===== config.mk =====
export PLATFORM = sky130hd
export DESIGN_NAME = mlpClassifier
export DESIGN_NICKNAME = d
export VERILOG_FILES = /design/src/rtl/mlpPkg.sv /design/src/rtl/mlpClassifier.sv /design/src/rtl/classSelect.sv /design/src/rtl/denseNeuron.sv
export VERILOG_INCLUDE_DIRS = /design/src /design/src/rtl
export SDC_FILE = /design/constraint.sdc
export NUM_CORES = 2
export LEC_CHECK = 0
export ABC_CLOCK_PERIOD_IN_PS = 11600
export BUFFER_PORTS_ARGS = -buffer_cell sky130_fd_sc_hd__buf_4
export CAP_MARGIN = 10
export CORE_ASPECT_RATIO = 1.2
export CORE_MARGIN = 3
export CORE_UTILIZATION = 45
export DETAILED_ROUTE_END_ITERATION = 10
export GPL_TIMING_DRIVEN = 0
export HOLD_SLACK_MARGIN = 0.02
export PLACE_DENSITY = 0.7
export RECOVER_POWER = 25
export SLEW_MARGIN = 20
export SYNTH_ARGS = -nofsm -noshare
export SYNTH_HDL_FRONTEND = slang
export SYNTH_SLANG_ARGS = --single-unit

===== constraint.sdc =====
create_clock -name clk -period 11.6 [get_ports clk]
set_input_delay 1.74 -clock clk [delete_from_list [all_inputs] [get_ports clk]]
set_output_delay 1.74 -clock clk [all_outputs]
set_load 0.02 [all_outputs]

===== src/rtl/mlp_settings.svh =====
`ifndef MLP_SETTINGS_SVH
`define MLP_SETTINGS_SVH

// network shape
`define MLP_FEATURES 10
`define MLP_HIDDEN 4
`define MLP_CLASSES 3

// output stage of every neuron
`define MLP_SAT_MAX 8'sd127
`define MLP_FRAC_LSB 6

// hidden layer weights, listed from weight 9 down to weight 0
`define MLP_H0_W {8'sd16, -8'sd34, -8'sd12, -8'sd14, 8'sd46, \
	8'sd38, 8'sd20, -8'sd24, 8'sd18, -8'sd44}
`define MLP_H1_W {-8'sd22, 8'sd30, 8'sd8, -8'sd40, 8'sd12, \
	-8'sd18, 8'sd36, 8'sd26, -8'sd10, 8'sd28}
`define MLP_H2_W {8'sd40, -8'sd6, 8'sd24, 8'sd14, -8'sd32, \
	8'sd20, -8'sd28, 8'sd10, 8'sd44, -8'sd16}
`define MLP_H3_W {-8'sd30, 8'sd12, -8'sd20, 8'sd34, 8'sd6, \
	-8'sd42, 8'sd16, 8'sd22, -8'sd8, 8'sd38}

// hidden layer biases
`define MLP_H0_B 16'sd512
`define MLP_H1_B (-16'sd256)
`define MLP_H2_B 16'sd128
`define MLP_H3_B 16'sd0

// output layer weights, weight 3 first
`define MLP_O0_W {8'sd12, -8'sd18, 8'sd26, 8'sd20}
`define MLP_O1_W {-8'sd16, 8'sd28, 8'sd14, -8'sd10}
`define MLP_O2_W {8'sd22, 8'sd10, -8'sd24, 8'sd16}

// output layer biases
`define MLP_O0_B 16'sd64
`define MLP_O1_B (-16'sd64)
`define MLP_O2_B 16'sd64

`endif

===== src/rtl/mlpPkg.sv =====
`include "mlp_settings.svh"

package mlpPkg;

	// scalar values of the datapath
	typedef logic signed [7:0] activation_t;
	typedef logic signed [7:0] weight_t;
	typedef logic signed [15:0] product_t;
	typedef logic signed [15:0] bias_t;
	typedef logic signed [22:0] accum_t; // fan-in up to 64

	// packed layer vectors, element 0 in the low byte
	typedef logic [`MLP_FEATURES*8-1:0] features_t;
	typedef logic [`MLP_HIDDEN*8-1:0] hiddenVec_t;
	typedef logic [`MLP_CLASSES*8-1:0] scoreVec_t;

	typedef logic [$clog2(`MLP_CLASSES)-1:0] classIndex_t;

endpackage


===== src/rtl/mlpClassifier.sv =====
`timescale 1ns/1ps
`include "mlp_settings.svh"

module mlpClassifier (
	input logic clk,
	input logic reset,
	input mlpPkg::features_t features,
	output wire mlpPkg::scoreVec_t scores, // 6 cycles after features
	output mlpPkg::classIndex_t classIndex, // 7 cycles after features
	output mlpPkg::activation_t winScore
);

	wire mlpPkg::hiddenVec_t hiddenAct;

	// hidden layer, every neuron sees all features
	denseNeuron #(
		.FANIN(`MLP_FEATURES),
		.WEIGHTS(`MLP_H0_W),
		.BIAS(`MLP_H0_B)
	) hidden0 (
		.clk(clk),
		.reset(reset),
		.inputs(features),
		.activation(hiddenAct[7:0])
	);

	denseNeuron #(
		.FANIN(`MLP_FEATURES),
		.WEIGHTS(`MLP_H1_W),
		.BIAS(`MLP_H1_B)
	) hidden1 (
		.clk(clk),
		.reset(reset),
		.inputs(features),
		.activation(hiddenAct[15:8])
	);

	denseNeuron #(
		.FANIN(`MLP_FEATURES),
		.WEIGHTS(`MLP_H2_W),
		.BIAS(`MLP_H2_B)
	) hidden2 (
		.clk(clk),
		.reset(reset),
		.inputs(features),
		.activation(hiddenAct[23:16])
	);

	denseNeuron #(
		.FANIN(`MLP_FEATURES),
		.WEIGHTS(`MLP_H3_W),
		.BIAS(`MLP_H3_B)
	) hidden3 (
		.clk(clk),
		.reset(reset),
		.inputs(features),
		.activation(hiddenAct[31:24])
	);

	// output layer
	denseNeuron #(
		.FANIN(`MLP_HIDDEN),
		.WEIGHTS(`MLP_O0_W),
		.BIAS(`MLP_O0_B)
	) out0 (
		.clk(clk),
		.reset(reset),
		.inputs(hiddenAct),
		.activation(scores[7:0])
	);

	denseNeuron #(
		.FANIN(`MLP_HIDDEN),
		.WEIGHTS(`MLP_O1_W),
		.BIAS(`MLP_O1_B)
	) out1 (
		.clk(clk),
		.reset(reset),
		.inputs(hiddenAct),
		.activation(scores[15:8])
	);

	denseNeuron #(
		.FANIN(`MLP_HIDDEN),
		.WEIGHTS(`MLP_O2_W),
		.BIAS(`MLP_O2_B)
	) out2 (
		.clk(clk),
		.reset(reset),
		.inputs(hiddenAct),
		.activation(scores[23:16])
	);

	classSelect select0 (
		.clk(clk),
		.reset(reset),
		.scores(scores),
		.classIndex(classIndex),
		.winScore(winScore)
	);

endmodule


===== src/rtl/classSelect.sv =====
`timescale 1ns/1ps
`include "mlp_settings.svh"

module classSelect (
	input logic clk,
	input logic reset,
	input mlpPkg::scoreVec_t scores,
	output mlpPkg::classIndex_t classIndex,
	output mlpPkg::activation_t winScore
);

	localparam int ACT_W = $bits(mlpPkg::activation_t);

	logic [ACT_W-1:0] bestScore; // unsigned, scores are never negative
	mlpPkg::classIndex_t bestIdx;

	// linear scan, strict compare keeps the lowest index on a tie
	always_comb
	begin
		bestIdx = '0;
		bestScore = scores[ACT_W-1:0];
		for (int i = 1; i < `MLP_CLASSES; i++)
		begin
			if (scores[ACT_W*i +: ACT_W] > bestScore)
			begin
				bestIdx = mlpPkg::classIndex_t'(i);
				bestScore = scores[ACT_W*i +: ACT_W];
			end
		end
	end

	always_ff @(posedge clk)
	begin
		if (reset)
		begin
			classIndex <= '0;
			winScore <= '0;
		end
		else
		begin
			classIndex <= bestIdx;
			winScore <= bestScore;
		end
	end

endmodule


===== src/rtl/denseNeuron.sv =====
`timescale 1ns/1ps
`include "mlp_settings.svh"

module denseNeuron #(
	parameter int FANIN = `MLP_FEATURES,
	parameter logic [FANIN*8-1:0] WEIGHTS = '0,
	parameter mlpPkg::bias_t BIAS = '0
) (
	input logic clk,
	input logic reset,
	input mlpPkg::activation_t [FANIN-1:0] inputs,
	output mlpPkg::activation_t activation
);

	localparam int ACC_W = $bits(mlpPkg::accum_t);
	localparam int ACT_W = $bits(mlpPkg::activation_t);
	localparam int FIELD_MSB = `MLP_FRAC_LSB + ACT_W - 1;

	mlpPkg::activation_t [FANIN-1:0] inputsReg;
	mlpPkg::product_t products [FANIN];
	mlpPkg::accum_t sumNext;
	mlpPkg::accum_t accum;
	logic [ACT_W-1:0] field;
	logic [ACT_W-1:0] rounded;
	logic overRange;

	// stage 1, input capture
	always_ff @(posedge clk)
	begin
		if (reset)
			inputsReg <= '0;
		else
			inputsReg <= inputs;
	end

	// one signed multiplier per synapse
	for (genvar i = 0; i < FANIN; i++)
	begin : gMul
		localparam mlpPkg::weight_t W = WEIGHTS[8*i +: 8];

		assign products[i] = mlpPkg::product_t'(inputsReg[i]) * mlpPkg::product_t'(W);
	end

	// adder tree starts from the bias
	always_comb
	begin
		sumNext = mlpPkg::accum_t'(BIAS);
		for (int i = 0; i < FANIN; i++)
			sumNext = sumNext + mlpPkg::accum_t'(products[i]);
	end

	// stage 2, accumulator
	always_ff @(posedge clk)
	begin
		if (reset)
			accum <= '0;
		else
			accum <= sumNext;
	end

	assign field = accum[FIELD_MSB:`MLP_FRAC_LSB];
	assign rounded = field + ACT_W'(accum[`MLP_FRAC_LSB-1]); // round half up

	// Anything at or above the field sign bit is too big for a positive
	// 8-bit result. A round-up carry out of 127 lands there as well.
	assign overRange = (accum[ACC_W-2:FIELD_MSB] != '0) || rounded[ACT_W-1];

	// stage 3, ReLU with saturation
	always_ff @(posedge clk)
	begin
		if (reset)
			activation <= '0;
		else if (accum[ACC_W-1])
			activation <= '0; // negative sum clips
		else if (overRange)
			activation <= `MLP_SAT_MAX;
		else
			activation <= rounded;
	end

endmodule


==> metrics.md <==
| Metric | Value |
|---|---|
| Synthesized instance count | 5,992 |
| Die width | 326.3 um |
| Max cap viols | 1 |
| DP HPWL | 137.2 mm |
| All-layer global routing usage | between 20% and 30% |
| Most common cell after layout, fill and taps aside | inv_1 |
| DRC Markers | 0 |
| CP arrival | roughly 11 ns |
| Layout cell share with drive strength beyond 1 | 3.946% |
| Synth Register Bits | 304 |
| Register area | 0.006086 mm^2 |
| Wire length on met3 | 6.133 mm |
| Routability Congestion | roughly 1.0 |
| Via density | 5.177 |
| Most frequent cells in the layout | 1,251 x inv_1, 1,112 x ha_1, 679 x fa_1 |
| Antenna viol nets, final | 0 |
| Area occupied by multi-input gates | 0.04433 mm^2 |
| Nets | ~8,000 |
| Req. time, crit path | about 12 ns |
| Iter 0 DRT Violations | between 2,000 and 2,500 |
| CTS resizes | 0 |
| Worst Path Max Fanout | 10 |
| Slowest CP cell | dfxtp_1 |
| Postcts setup bufs | 0 |
| Max-slew violation count | 10 |
| Hold Crit Depth | 1 |
| Top-level I/O count | 116 |
| CP endpoint kind | flip-flop |
| Most frequent cell on the critical path | inv_1 |
| CTS H-tree lvls | 2 |
| Worst path max stage delay | about 0.68 ns |
| Max-Slew Margin vs Limit | -0.1237% |
| Hold Crit Class | reg2reg |
| CTS root buf | clkbuf_16 |
| Ys async rst share | 0% |
| Sequential fraction of the synthesis area | 10.98% |
| Measured slew at the worst slew-check pin | 1.502 ns |
| Post-Syn Area | between 0.05 and 0.06 mm^2 |
| Clock tree buffer depth | 3 |
| Pre-antenna DRT Iters | 5 |
| F_max | 0.09652 GHz |
| Die Height | 390.4 um |
| Setup repair after global routing missed its margin | no |
| Failing checks | capacitance limit, slew limit |
| Crit share post-route | 89.32% |
| Post-Route Skew | 0.06150 ns |
| Yosys top cell area share | 25.11% |
| Post-layout min period | between 10 and 15 ns |
| Starting Density | 45.51% |
| First-pass GRT wire length | 238.5 mm |
| Met2 wire len | around 75 mm |
| Routed wire length | 155.4 mm |
| Distinct cells, synth | 84 |
| Synth Flop Type | dfxtp_1 |
| Yosys top cell by area | ha_1 |
| Synth area leaders | ha_1 25%, fa_1 25%, dfxtp_1 11%, inv_1 8.5%, xnor2_1 6.6% |
| Hold_buf cts | 0 |
| Worst Reg-to-Reg Cells | 36 |
| Fillers | between 10,000 and 15,000 |
| Hold Vio Cnt, Final | 0 |
| Clk slew on worst S/H paths | 0.07 ns |
| Port buffer count | between 100 and 150 |
| Initial antenna violation count | 4 |
| Top sig layer | met4 |
| WS Path Type | reg2reg |
| Core area | ~0.12 mm^2 |
| Routed WL per cell | 19.87 um |
| Crit start category | flip-flop |
| Insertion delay to the later sink of the worst-skew pair | 0.63 ns |
| Overflow after GRT | 0 |
| Largest net degree at the start of global routing | 16 |
| Vias in the first global route | 41,930 |
| Status | complete, but fails checks |
| Yosys warns | 0 |
| Row count | 140 |
| Vias post-DR | around 40,000 |
| CTS tree | yes |
| Post-Route M1 WL | between 60 and 70 mm |
| Layout area overhead | 7.619% |
| Setup_tns | 0 ns |
| # setup viols final | 0 |
| # clock sinks | 304 |
| DIE AREA | ~0.13 mm^2 |
| Post-synth EDFFs | 0 |
| Syn avg cell area | slightly above 9 um^2 |
| Num CTS Buffers | 38 |
[sequential cells by signal, indices dropped and copies added, names as in the netlist, 18 cells and up]
name and count:
out1.inputsReg 24, out0.accum 18, out1.accum 18, out2.accum 18, hidden2.accum 18, hidden0.accum 18
hidden3.inputsReg 80, hidden1.accum 18, hidden3.accum 18
[cells by family (layout without fill, tap and decap cells)]
group | after synthesis | count (layout) | share of synthesized area (%)
fa+ha+maj | 1791 | 1791 | 49.65
buf+inv | 1322 | 1508 | 9.044
compound gates | 1040 | 1040 | 11.88
simple gates | 908 | 908 | 8.430
xor+xnor | 592 | 592 | 9.358
flops | 304 | 304 | 10.98
mux | 34 | 34 | 0.6504
other cells | 1 | 8 | 0.006768
[through the flow]
stage / hold slack (ns) / worst slack, ns / instance area [um^2] / utilization, % / instances
final: 0.4189 / 1.239 / 59630 / 48.98 / 7818
after global routing: 0.4348 / 0.7095 / 59620 / 48.98 / 7817
after CTS: 0.4193 / 1.240 / 59710 / 49.04 / 7816
after detailed placement: 0.4204 / 1.335 / 58410 / 47.98 / 7747
after global placement: 0.4170 / 1.402 / 58330 / 47.91 / 7745
after floorplan: 0.4138 / 2.973 / 55430 / - / 5998
[metal layers]
layer | vias up | track usage (%)
li1 | 19780 | -
met1 | 19510 | 28.34
met2 | 893 | 43.18
met3 | 294 | 2.632
met4 | 0 | 15.94
met5 | - | 0
[synth_stat cells, types with 8 or more instances]
cell and count:
or3_1 8, mux2i_1 18, a21oi_1 383, o21bai_1 73, o21a_1 51, ha_1 1112
a31o_2 14, nor2_1 231, fa_1 679, dfxtp_1 304, nor2b_1 209, mux2_2 16
nand4_1 25, a211oi_1 22, a21o_1 176, nand2b_1 46, o211ai_1 20, inv_1 1251
a21boi_0 17, xnor2_1 417, buf_1 8, nor4_1 13, o31ai_1 9, xor2_1 175
and3_1 20, a41oi_1 15, nand2_1 164, nand3_1 52, nor3_1 72, a31oi_1 28
clkbuf_1 48, o21ai_0 162, or2_2 16
[worst max-delay path, delay by kind of cell (launching register included)]
kind	cells	cell delay (ns)
fa+ha+maj	11	4.62
compound gates	11	2.37
buf+inv	9	1.51
xor+xnor	2	0.74
flops	1	0.68
simple gates	3	0.30
[final cells by class]
| class | count | area share (%) |
|---|---|---|
| Clock inverter | 24 | 0.5057 |
| Tap cell | 1633 | 3.427 |
| Clock buffer | 45 | 1.672 |
| Inverter | 1256 | 7.907 |
| Sequential cell | 304 | 10.21 |
| Timing Repair Buffer | 117 | 1.444 |
| Buffer | 66 | 0.4847 |
| Antenna cell | 1 | 0.004197 |
| Multi-Input combinational cell | 4372 | 74.35 |
[path summary, 6_finish.rpt]
check	start	endpoint	slack, ns
worst max-delay path	hidden3.inputsReg[7]	hidden3.accum[22]	1.24
worst min-delay path	hidden2.activation[6]	out1.inputsReg[22]	0.42
worst max register to register	hidden3.inputsReg[7]	hidden3.accum[22]	1.24
worst min register to register	hidden2.activation[6]	out1.inputsReg[22]	0.42
Power is not shown: default switching activity piles up to over one toggle a cycle in this logic, so the estimate is an artifact.
